`config.mk`:
```
export PLATFORM = sky130hd
export DESIGN_NAME = bp_boot_loader_top
export DESIGN_NICKNAME = d
export VERILOG_FILES = /design/src/bp_io_pkg.sv /design/src/bp_cfg_pkg.sv /design/src/bp_boot_loader_top.sv /design/src/bp_cfg_loader.sv /design/src/bp_io_credit_counter.sv /design/src/bp_nbf_loader.sv
export SDC_FILE = /design/constraint.sdc
export NUM_CORES = 1
export LEC_CHECK = 0
export BUFFER_PORTS_ARGS = -buffer_cell sky130_fd_sc_hd__buf_2
export CELL_PAD_IN_SITES_DETAIL_PLACEMENT = 1
export CELL_PAD_IN_SITES_GLOBAL_PLACEMENT = 1
export CORE_ASPECT_RATIO = 0.8
export CORE_MARGIN = 5
export CORE_UTILIZATION = 31
export CTS_CLUSTER_DIAMETER = 40
export DETAILED_ROUTE_END_ITERATION = 12
export GPL_ROUTABILITY_DRIVEN = 0
export PLACE_DENSITY = 0.84
export SLEW_MARGIN = 10
export SYNTH_ARGS = -nofsm -noshare
export SYNTH_HDL_FRONTEND = slang
export SYNTH_SLANG_ARGS = --single-unit
```
`constraint.sdc`:
```
create_clock -name clk_i -period 1.85 [get_ports clk_i]
set_input_delay 0.37 -clock clk_i [delete_from_list [all_inputs] [get_ports clk_i]]
set_output_delay 0.37 -clock clk_i [all_outputs]
set_load 0.05 [all_outputs]
```
`src/bp_io_pkg.sv`:
```
// IO message package with message types, field widths and the per-loader credit limit
package bp_io_pkg;

   // field widths of one IO message
   localparam int unsigned io_addr_width = 40;
   localparam int unsigned io_data_width = 64;

   // commands one loader may have in flight
   localparam int unsigned io_max_credits = 4;

   // wide enough to count 0 through io_max_credits
   localparam int unsigned io_credit_width = $clog2(io_max_credits + 1);

   // uncached write and read
   typedef enum logic [0:0]
   {
      io_uc_wr = 1'b0,
      io_uc_rd = 1'b1
   } io_msg_type_e;

   // one command or response, 105 bits
   typedef struct packed
   {
      io_msg_type_e                msg_type;
      logic [io_addr_width-1:0]    addr;
      logic [io_data_width-1:0]    data;
   } io_msg_s;

endpackage

```
`src/bp_cfg_pkg.sv`:
```
// configuration package with the boot register map, the boot write table and NBF records
package bp_cfg_pkg;

   // config register addresses
   localparam logic [bp_io_pkg::io_addr_width-1:0] cfg_addr_freeze      = 'h20_0008;
   localparam logic [bp_io_pkg::io_addr_width-1:0] cfg_addr_core_id     = 'h20_000c;
   localparam logic [bp_io_pkg::io_addr_width-1:0] cfg_addr_icache_mode = 'h20_0204;
   localparam logic [bp_io_pkg::io_addr_width-1:0] cfg_addr_dcache_mode = 'h20_0404;
   localparam logic [bp_io_pkg::io_addr_width-1:0] cfg_addr_cce_mode    = 'h20_0600;

   // register values written at boot
   localparam logic [bp_io_pkg::io_data_width-1:0] cfg_freeze_on         = 'd1;
   localparam logic [bp_io_pkg::io_data_width-1:0] cfg_core_id_boot      = 'd0;
   localparam logic [bp_io_pkg::io_data_width-1:0] cfg_cce_mode_uncached = 'd1;
   localparam logic [bp_io_pkg::io_data_width-1:0] cfg_cache_mode_normal = 'd1;

   localparam int unsigned cfg_num_writes = 5;

   // table index runs one past the last entry
   localparam int unsigned cfg_idx_width = $clog2(cfg_num_writes + 1);

   typedef struct packed
   {
      logic [bp_io_pkg::io_addr_width-1:0] addr;
      logic [bp_io_pkg::io_data_width-1:0] data;
   } cfg_write_s;

   localparam cfg_write_s cfg_boot_table [cfg_num_writes] = '{
      '{addr: cfg_addr_freeze,      data: cfg_freeze_on},
      '{addr: cfg_addr_core_id,     data: cfg_core_id_boot},
      '{addr: cfg_addr_cce_mode,    data: cfg_cce_mode_uncached},
      '{addr: cfg_addr_icache_mode, data: cfg_cache_mode_normal},
      '{addr: cfg_addr_dcache_mode, data: cfg_cache_mode_normal}
   };

   typedef enum logic [0:0]
   {
      nbf_write  = 1'b0,
      nbf_finish = 1'b1
   } nbf_op_e;

   // one NBF record, 105 bits
   typedef struct packed
   {
      nbf_op_e                             op;
      logic [bp_io_pkg::io_addr_width-1:0] addr;
      logic [bp_io_pkg::io_data_width-1:0] data;
   } nbf_rec_s;

endpackage

```
`src/bp_boot_loader_top.sv`:
```
// boot loader top, runs the config loader then the NBF loader on one shared IO channel
`timescale 1ns/10ps

module bp_boot_loader_top
  (input  logic                   clk_i
   , input  logic                 rst_n_i
   , output bp_io_pkg::io_msg_s   io_cmd_o
   , output logic                 io_cmd_v_o
   , input  logic                 io_cmd_yumi_i
   , input  bp_io_pkg::io_msg_s   io_resp_i
   , input  logic                 io_resp_v_i
   , output logic                 io_resp_ready_o
   , input  bp_cfg_pkg::nbf_rec_s nbf_rec_i
   , input  logic                 nbf_v_i
   , output logic                 nbf_ready_o
   , output logic                 cfg_done_o
   , output logic                 nbf_done_o
   );

   import bp_io_pkg::*;

   io_msg_s cfg_cmd_lo;
   logic    cfg_cmd_v_lo;
   logic    cfg_cmd_yumi_li;
   logic    cfg_resp_v_li;
   logic    cfg_resp_ready_lo;
   logic    cfg_done_lo;

   io_msg_s nbf_cmd_lo;
   logic    nbf_cmd_v_lo;
   logic    nbf_cmd_yumi_li;
   logic    nbf_resp_v_li;
   logic    nbf_resp_ready_lo;
   logic    nbf_ready_lo;
   logic    nbf_done_lo;
   logic    nbf_rst_n;

   // NBF loader stays in reset until configuration is done
   assign nbf_rst_n = rst_n_i & cfg_done_lo;

   bp_cfg_loader i_cfg_loader
     (.clk_i(clk_i)
      , .rst_n_i(rst_n_i)
      , .io_cmd_o(cfg_cmd_lo)
      , .io_cmd_v_o(cfg_cmd_v_lo)
      , .io_cmd_yumi_i(cfg_cmd_yumi_li)
      , .io_resp_v_i(cfg_resp_v_li)
      , .io_resp_ready_o(cfg_resp_ready_lo)
      , .done_o(cfg_done_lo)
      );

   bp_nbf_loader i_nbf_loader
     (.clk_i(clk_i)
      , .rst_n_i(nbf_rst_n)
      , .nbf_rec_i(nbf_rec_i)
      , .nbf_v_i(nbf_v_i & cfg_done_lo)
      , .nbf_ready_o(nbf_ready_lo)
      , .io_cmd_o(nbf_cmd_lo)
      , .io_cmd_v_o(nbf_cmd_v_lo)
      , .io_cmd_yumi_i(nbf_cmd_yumi_li)
      , .io_resp_v_i(nbf_resp_v_li)
      , .io_resp_ready_o(nbf_resp_ready_lo)
      , .done_o(nbf_done_lo)
      );

   // fixed steering, the two loaders never run at the same time
   always_comb
   begin
      if (!cfg_done_lo)
      begin
         io_cmd_o        = cfg_cmd_lo;
         io_cmd_v_o      = cfg_cmd_v_lo;
         io_resp_ready_o = cfg_resp_ready_lo;
         cfg_cmd_yumi_li = io_cmd_yumi_i;
         cfg_resp_v_li   = io_resp_v_i;
         nbf_cmd_yumi_li = 1'b0;
         nbf_resp_v_li   = 1'b0;
      end
      else
      begin
         io_cmd_o        = nbf_cmd_lo;
         io_cmd_v_o      = nbf_cmd_v_lo;
         io_resp_ready_o = nbf_resp_ready_lo;
         cfg_cmd_yumi_li = 1'b0;
         cfg_resp_v_li   = 1'b0;
         nbf_cmd_yumi_li = io_cmd_yumi_i;
         nbf_resp_v_li   = io_resp_v_i;
      end
   end

   // no records taken during configuration
   assign nbf_ready_o = nbf_ready_lo & cfg_done_lo;

   assign cfg_done_o = cfg_done_lo;
   assign nbf_done_o = nbf_done_lo;

endmodule

```
`src/bp_cfg_loader.sv`:
```
// configuration loader, writes the boot register table as uncached IO writes
`timescale 1ns/10ps

module bp_cfg_loader
  (input  logic                 clk_i
   , input  logic               rst_n_i
   , output bp_io_pkg::io_msg_s io_cmd_o
   , output logic               io_cmd_v_o
   , input  logic               io_cmd_yumi_i
   , input  logic               io_resp_v_i
   , output logic               io_resp_ready_o
   , output logic               done_o
   );

   import bp_io_pkg::*;
   import bp_cfg_pkg::*;

   logic [cfg_idx_width-1:0] idx_r;
   logic                     table_end;
   cfg_write_s               entry;
   logic                     cmd_xfer;
   logic                     resp_xfer;
   logic                     full_lo;
   logic                     empty_lo;
   logic                     done_r;
   logic                     started_r;

   assign table_end = (idx_r == cfg_idx_width'(cfg_num_writes));

   always_comb
   begin
      entry = '0;
      if (!table_end)
         entry = cfg_boot_table[idx_r];
   end

   // first command one edge after reset, then hold back while all credits are in use
   assign io_cmd_v_o      = started_r & ~table_end & ~full_lo;
   assign io_cmd_o        = '{msg_type: io_uc_wr, addr: entry.addr, data: entry.data};
   assign io_resp_ready_o = 1'b1;

   assign cmd_xfer  = io_cmd_v_o & io_cmd_yumi_i;
   assign resp_xfer = io_resp_v_i & io_resp_ready_o;

   always_ff @(posedge clk_i or negedge rst_n_i)
   begin
      if (!rst_n_i)
      begin
         idx_r     <= '0;
         done_r    <= 1'b0;
         started_r <= 1'b0;
      end
      else
      begin
         started_r <= 1'b1;
         if (cmd_xfer)
            idx_r <= idx_r + 1'b1;
         // all writes issued and acknowledged
         if (table_end && empty_lo)
            done_r <= 1'b1;
      end
   end

   assign done_o = done_r;

   bp_io_credit_counter i_credit_counter
     (.clk_i(clk_i)
      , .rst_n_i(rst_n_i)
      , .inc_i(cmd_xfer)
      , .dec_i(resp_xfer)
      , .full_o(full_lo)
      , .empty_o(empty_lo)
      );

endmodule

```
`src/bp_io_credit_counter.sv`:
```
// credit counter, tracks IO commands in flight for one loader and flags full and empty
`timescale 1ns/10ps

module bp_io_credit_counter
  (input  logic   clk_i
   , input  logic rst_n_i
   , input  logic inc_i
   , input  logic dec_i
   , output logic full_o
   , output logic empty_o
   );

   import bp_io_pkg::*;

   logic [io_credit_width-1:0] count_r;

   // a command and a response in the same cycle cancel out
   always_ff @(posedge clk_i or negedge rst_n_i)
   begin
      if (!rst_n_i)
      begin
         count_r <= '0;
      end
      else if (inc_i && !dec_i)
      begin
         count_r <= count_r + 1'b1;
      end
      else if (dec_i && !inc_i)
      begin
         count_r <= count_r - 1'b1;
      end
   end

   assign full_o  = (count_r == io_credit_width'(io_max_credits));
   assign empty_o = (count_r == '0);

endmodule

```
`src/bp_nbf_loader.sv`:
```
// NBF loader, turns NBF write records into IO commands and finishes at the finish record
`timescale 1ns/10ps

module bp_nbf_loader
  (input  logic                   clk_i
   , input  logic                 rst_n_i
   , input  bp_cfg_pkg::nbf_rec_s nbf_rec_i
   , input  logic                 nbf_v_i
   , output logic                 nbf_ready_o
   , output bp_io_pkg::io_msg_s   io_cmd_o
   , output logic                 io_cmd_v_o
   , input  logic                 io_cmd_yumi_i
   , input  logic                 io_resp_v_i
   , output logic                 io_resp_ready_o
   , output logic                 done_o
   );

   import bp_io_pkg::*;
   import bp_cfg_pkg::*;

   io_msg_s cmd_r;
   logic    pending_r;
   logic    finishing_r;
   logic    done_r;
   logic    rec_wr;
   logic    rec_fin;
   logic    cmd_xfer;
   logic    resp_xfer;
   logic    full_lo;
   logic    empty_lo;

   // one command slot, no new records once finishing
   assign nbf_ready_o = ~pending_r & ~full_lo & ~finishing_r;

   assign rec_wr    = nbf_v_i & nbf_ready_o & (nbf_rec_i.op == nbf_write);
   assign rec_fin   = nbf_v_i & nbf_ready_o & (nbf_rec_i.op == nbf_finish);
   assign cmd_xfer  = pending_r & io_cmd_yumi_i;
   assign resp_xfer = io_resp_v_i & io_resp_ready_o;

   assign io_cmd_v_o      = pending_r;
   assign io_cmd_o        = cmd_r;
   assign io_resp_ready_o = 1'b1;
   assign done_o          = done_r;

   always_ff @(posedge clk_i or negedge rst_n_i)
   begin
      if (!rst_n_i)
      begin
         pending_r   <= 1'b0;
         finishing_r <= 1'b0;
         done_r      <= 1'b0;
      end
      else
      begin
         if (rec_wr)
            pending_r <= 1'b1;
         else if (cmd_xfer)
            pending_r <= 1'b0;
         if (rec_fin)
            finishing_r <= 1'b1;
         // finish seen and every response back
         if (finishing_r && empty_lo && !pending_r)
            done_r <= 1'b1;
      end
   end

   always_ff @(posedge clk_i)
   begin
      if (rec_wr)
         cmd_r <= '{msg_type: io_uc_wr, addr: nbf_rec_i.addr, data: nbf_rec_i.data};
   end

   bp_io_credit_counter i_credit_counter
     (.clk_i(clk_i)
      , .rst_n_i(rst_n_i)
      , .inc_i(cmd_xfer)
      , .dec_i(resp_xfer)
      , .full_o(full_lo)
      , .empty_o(empty_lo)
      );

endmodule
```
# After elaboration in Yosys (flattened, before gate mapping)
# Memory sizes are Yosys's and may differ from the RTL's.
# Cells that the tools add are included.
# totals
reg_bits	118
mem_bits_ro	832
inputBits	215
output_inout_bits	110
word_cells	71
memories	1
# mem_list
name	depth	width	read_ports	rd_ports_with_merged_regs	wr	line_no	source
(no name shown)	8	104	1	0	0	bp_cfg_loader.sv:34	entry = cfg_boot_table[idx_r];
# op_classes
n_addsub	5
n_lt_le_gt_ge	1
eq_ne	3
mux	15
bitwise	19
reduce_logical	17
# ops
operator	n
104-bit two-way mux	4
1-bit AND	12
3-bit two-way mux	4
3-bit by 1-bit adder with 3-bit output, second input constant	3
3-bit equality test, second input constant	3
1-bit logical AND	7
1-bit two-way mux	7
3-bit zero test	2
1-bit inverter	6
2-bit nonzero test	3
3-bit by 1-bit subtractor with 3-bit output, second input constant	2
1-bit zero test	5
4-bit greater-or-equal comparator, second input constant	1
3-bit inverter with 4-bit output	1

# Logic depth before layout (Yosys ltp)
# logic_depth
ltp_word	9
depth_mapped	11
mapped_depth_nobuf	11

# Cells and area by module
# A second synthesis with hierarchy kept.
# unflattened
hier_cells	405
area_unflattened_um2	6241.0
# by_module_without_submodules
module	instances	cells_per_inst	area_each_um2	seq_area_each_um2
bp_nbf_loader	1	121	3291.9	3198.1
bp_boot_loader_top	1	127	1562.7	0.0
bp_cfg_loader	1	129	1048.5	125.1
bp_io_credit_counter	2	14	168.9	75.1

# Worst setup path after synthesis
# OpenSTA, ideal clock, no wires.
# synth_timing
kind	reg-to-reg
from	reg i_cfg_loader.done_r, in the netlist i_cfg_loader.done_o
to	reg i_nbf_loader.cmd_r (netlist bit i_nbf_loader.io_cmd_o[0]) (enable)
setup_time_ps	568
arrival_ps	5442
required_ps	1282
path_slack_ps	-4160
stages_incl_launch_ff	4
n_path_buf	1
period_less_slack_ps	6010
cell_sequence	dfrtp_1 -> clkbuf_1 -> nand4_1 -> nor2_1
# synth_via
elab_chain_cells	3
# synth_rtl
item	line_no	source
start, declared	bp_cfg_loader.sv:25	logic done_r;
start signal, assigned	bp_cfg_loader.sv:50	done_r <= 1'b0;
start signal, assigned	bp_cfg_loader.sv:60	done_r <= 1'b1;
1-bit AND	bp_boot_loader_top.sv:56	, .nbf_v_i(nbf_v_i & cfg_done_lo)
1-bit AND (2 in series)	bp_nbf_loader.sv:35	assign rec_wr = nbf_v_i & nbf_ready_o & (nbf_rec_i.op == nbf_write);
named net i_nbf_loader.rec_wr	bp_nbf_loader.sv:25	logic rec_wr;
end signal, assigned	bp_nbf_loader.sv:70	cmd_r <= '{msg_type: io_uc_wr, addr: nbf_rec_i.addr, data: nbf_rec_i.data};
end, declared	bp_nbf_loader.sv:21	io_msg_s cmd_r;
# The timed path passes the listed nets, and every way through them passes these cells.
# A chain may end at the register's enable or synchronous reset.

# Final worst setup path
# layout_timing
from	reg i_cfg_loader.i_credit_counter.count_r[0]
to	out io_cmd_v_o
# layout_via
elab_chain_cells	4
# layout_rtl
item	line_no	source
start, declared	bp_io_credit_counter.sv:15	logic [io_credit_width-1:0] count_r;
start signal, assigned	bp_io_credit_counter.sv:26	count_r <= count_r + 1'b1;
start signal, assigned	bp_io_credit_counter.sv:30	count_r <= count_r - 1'b1;
3-bit equality test	bp_io_credit_counter.sv:34	assign full_o = (count_r == io_credit_width'(io_max_credits));
1-bit inverter	bp_cfg_loader.sv:38	assign io_cmd_v_o = started_r & ~table_end & ~full_lo;
1-bit AND	bp_cfg_loader.sv:38	
1-bit two-way mux	bp_boot_loader_top.sv:69	if (!cfg_done_lo)
end, declared	bp_boot_loader_top.sv:8	, output logic io_cmd_v_o
# Every way passes these cells.

==> flow_metrics.py <==
metrics = {
    "grt": {
        "grt_pass1_vias": 3871,
        "track_usage_pct": 17.9,
        "antenna_found_initial": 5,
        "grt_pass1_wl_um": 23500,
        "grt_max_degree": 60,
        "overflow": 0,
    },
    "pwr": {
        "p_seq_share_pct": 21.1,
        "power.switching_mw": 6.48,
        "power.density_nw_per_um2": 1880,
        "peakVddDrop_mv": 1.05,
        "p_comb_share_pct": 57.0,
        "leakage_nw": 3.68,
        "p_clk_share_pct": 21.9,
        "swShare_pct": 40.0,
        "p_int_mw": 9.70,
    },
    "timing": {
        "timing.final.ws_setup_ps": -363,
        "finalCriticalPeriod_ps": 2210,
        "clock-skew-final_ps": 9.89,
        "hold_viol": 0,
        "slew_viol_final": 0,
        "rsz0062_at_grt": "true",
        "timing.final.crit_share_pct": 120,
        "setup_viol": 118,
        "timing.hold.ws_ps": 124,
        "max_freq_mhz": 452,
    },
    "run_status": {
        "violations": "setup timing",
        "status": "finished, violations left",
    },
    "clock_tree": {
        "htree_levels": 4,
        "numCtsBuffers": 17,
        "clk_pin_slew_worst_paths_ps": 60,
        "cts_tree": "yes",
        "clk_latency_ps": 410,
        "cts_buffer_depth": 2,
        "cts_root_buffer": "clkbuf_16",
        "cts.sink_count": 118,
    },
    "place": {
        "pre_cts_ws_ps": -228,
        "hpwl_um": 9500,
        "port_buffers": 217,
        "dp_cells": 699,
        "placed_cell_area_um2": 6140,
    },
    "critical_path": {
        "critical_path_class": "flip-flop to output port",
        "critical_path.max_fanout": 2,
        "cp-end-kind": "output port",
        "critPathLaunchType": "flip-flop",
        "critPathRequiredTime_ps": 1480,
        "critPathArrivalTime_ps": 1840,
    },
    "floorplan": {
        "die_area_um2": 17400,
        "row_count": 39,
        "io_pins": 325,
        "initial_core_util_pct": 31.9,
        "coreArea_um2": 14400,
        "chipWidth_um": 146,
        "die_height_um": 119,
    },
    "drt": {
        "ant_nets": 0,
        "vias_per_cell": 4.60,
        "drt_iter0_drc": 148,
        "drc_errors": 0,
        "drt_pass1_iterations": 4,
        "vias": 3563,
        "wire_per_inst_um": 23.0,
        "wl_um": 17900,
    },
    "synthesis": {
        "yosys-top-cells-area": "edfxtp_1 (68%), and2_1 (14%), dfrtp_1 (7.6%)",
        "synth.cell_area_um2": 4610,
        "avgSynthCellArea_um2": 15.7,
        "synth_top_area_cell": "edfxtp_1",
        "synth_top_area_share_pct": 67.8,
        "seq_area_frac_synth_pct": 75.4,
        "netlist_instances": 293,
        "ys_types": 31,
        "yosysWarnings": 0,
        "synth_seq_cells": 118,
    },
    "finish": {
        "nFillCells": 1358,
        "syn2layout_area_growth_pct": 86.8,
        "drive_above_1_share_pct": 73.7,
        "fin_cells": 775,
        "most-common-layout-cells": "buf_2 (110), edfxtp_1 (104), and2_4 (98)",
        "final_common_cell": "buf_2",
        "finalInstanceArea_um2": 8600,
        "nNetsFinal": 798,
    },
    "job": {
        "drv_cap": 0,
    },
    "hold_path": {
        "hold_class": "input port to flip-flop",
    },
}
-- cell families (layout without fill, tap and decap cells) --
kind of cell,count (synthesis),after routing,share of synthesized area [%]
AOI/OAI and AO/OA,12,12,1.77
xor gates and xnor gates,8,8,1.52
adders and majority gates,7,7,2.23
buffers and inverters,21,316,1.90
DFF,118,118,75.4
muxes,4,4,0.951
other,2,5,0.163
and+or+nand+nor,121,121,16.1
-- worst max-delay path, stage by stage, from the launching register on --
cell     delay [ps]
dfrtp_1         390
or3b_4          430
buf_6           130
and3_4          160
a21o_1          170
buf_6           150
-- cells in the mapped netlist --
master	instances
o41ai_1	1
a21oi_1	1
inv_2	1
mux2i_1	1
and3_4	1
inv_1	6
edfxtp_1	104
fa_1	2
and3_1	2
a22o_1	2
nor2_1	6
a31o_1	1
nor2b_1	1
xor2_1	4
conb_1	2
nand2_1	5
clkbuf_1	11
and2_1	100
mux2_1	3
o21ai_0	2
or3b_1	2
ha_1	5
xnor2_1	4
buf_4	2
nor4_1	1
o21ai_1	2
a21o_1	2
buf_2	1
dfrtp_1	14
nand4_1	3
o22ai_1	1
-- metrics by stage --
stage                     utilization [%]  power, mW  setup TNS (ps)
final                                59.6       16.2          -10690
after global routing                 59.6       16.7          -17530
after CTS                            55.4       15.0          -14910
after detailed placement             42.5       8.88          -20930
after global placement               42.5       8.73          -10380
after floorplan                         -       7.33         -110830
-- path summary, 6_finish.rpt --
path	startpoint	to	slack, ps	depth (start not counted)
max in group asynchronous	i_cfg_loader.done_o	i_nbf_loader.done_o	890	4
min in group asynchronous	rst_n_i	i_cfg_loader.i_credit_counter.count_r[1]	370	2
min	nbf_rec_i[68]	i_nbf_loader.io_cmd_o[68]	120	1
max	i_cfg_loader.i_credit_counter.count_r[0]	io_cmd_v_o	-360	5
min reg2reg	i_nbf_loader.i_credit_counter.count_r[2]	i_nbf_loader.i_credit_counter.count_r[2]	500	1
max reg2reg	i_cfg_loader.i_credit_counter.count_r[0]	i_cfg_loader.i_credit_counter.count_r[1]	-260	7
-- routing by layer --
| layer | global-route usage [%] | vias up | routed length (µm) |
|---|---|---|---|
| met5 | 0 | - | 34 |
| met4 | 4.47 | 6 | 350 |
| met3 | 9.07 | 30 | 1570 |
| met2 | 31.2 | 177 | 9160 |
| met1 | 19.6 | 1762 | 6740 |
| li1 | - | 1588 | - |
-- power by group through the flow --
stage | Sequential [mW] | Combinational, mW | Clock (mW)
2_1_floorplan | 3.52 | 3.81 | 0
3_3_place_gp | 3.42 | 5.32 | 0
3_5_place_dp | 3.44 | 5.43 | 0
4_1_cts | 3.38 | 8.01 | 3.56
5_1_grt | 3.43 | 9.56 | 3.74
6_report | 3.41 | 9.22 | 3.55
-- flip-flops by register name, summed over array words and instances (netlist names) --
register / count
i_nbf_loader.finishing_r: 1
i_cfg_loader.i_credit_counter.count_r: 3
i_cfg_loader.started_r: 1
i_nbf_loader.i_credit_counter.count_r: 3
i_cfg_loader.idx_r: 3
i_cfg_loader.done_o: 1
i_nbf_loader.io_cmd_v_o: 1
i_nbf_loader.done_o: 1
i_nbf_loader.io_cmd_o: 104
-- layout make-up --
cell class	instances	area [µm²]	share of cell area [%]
Clock inverter	14	198	2.30
Sequential cell	118	3470	40.4
Timing Repair Buffer	277	2790	32.5
Multi-Input combinational cell	155	1430	16.7
Inverter	7	38.8	0.451
Tap cell	184	230	2.68
Antenna cell	2	5.00	0.0582
Clock buffer	18	429	4.99
-- repair_timing --
item	in CTS	in global routing
gates cloned	8	14
hold endpoints to repair	8	0
gates resized for setup	296	87
hold buffers	1	0
endpoints found under the setup margin	213	215
pin swaps	11	11
setup buffers	15	8
Power figures use the tool's default switching activity.
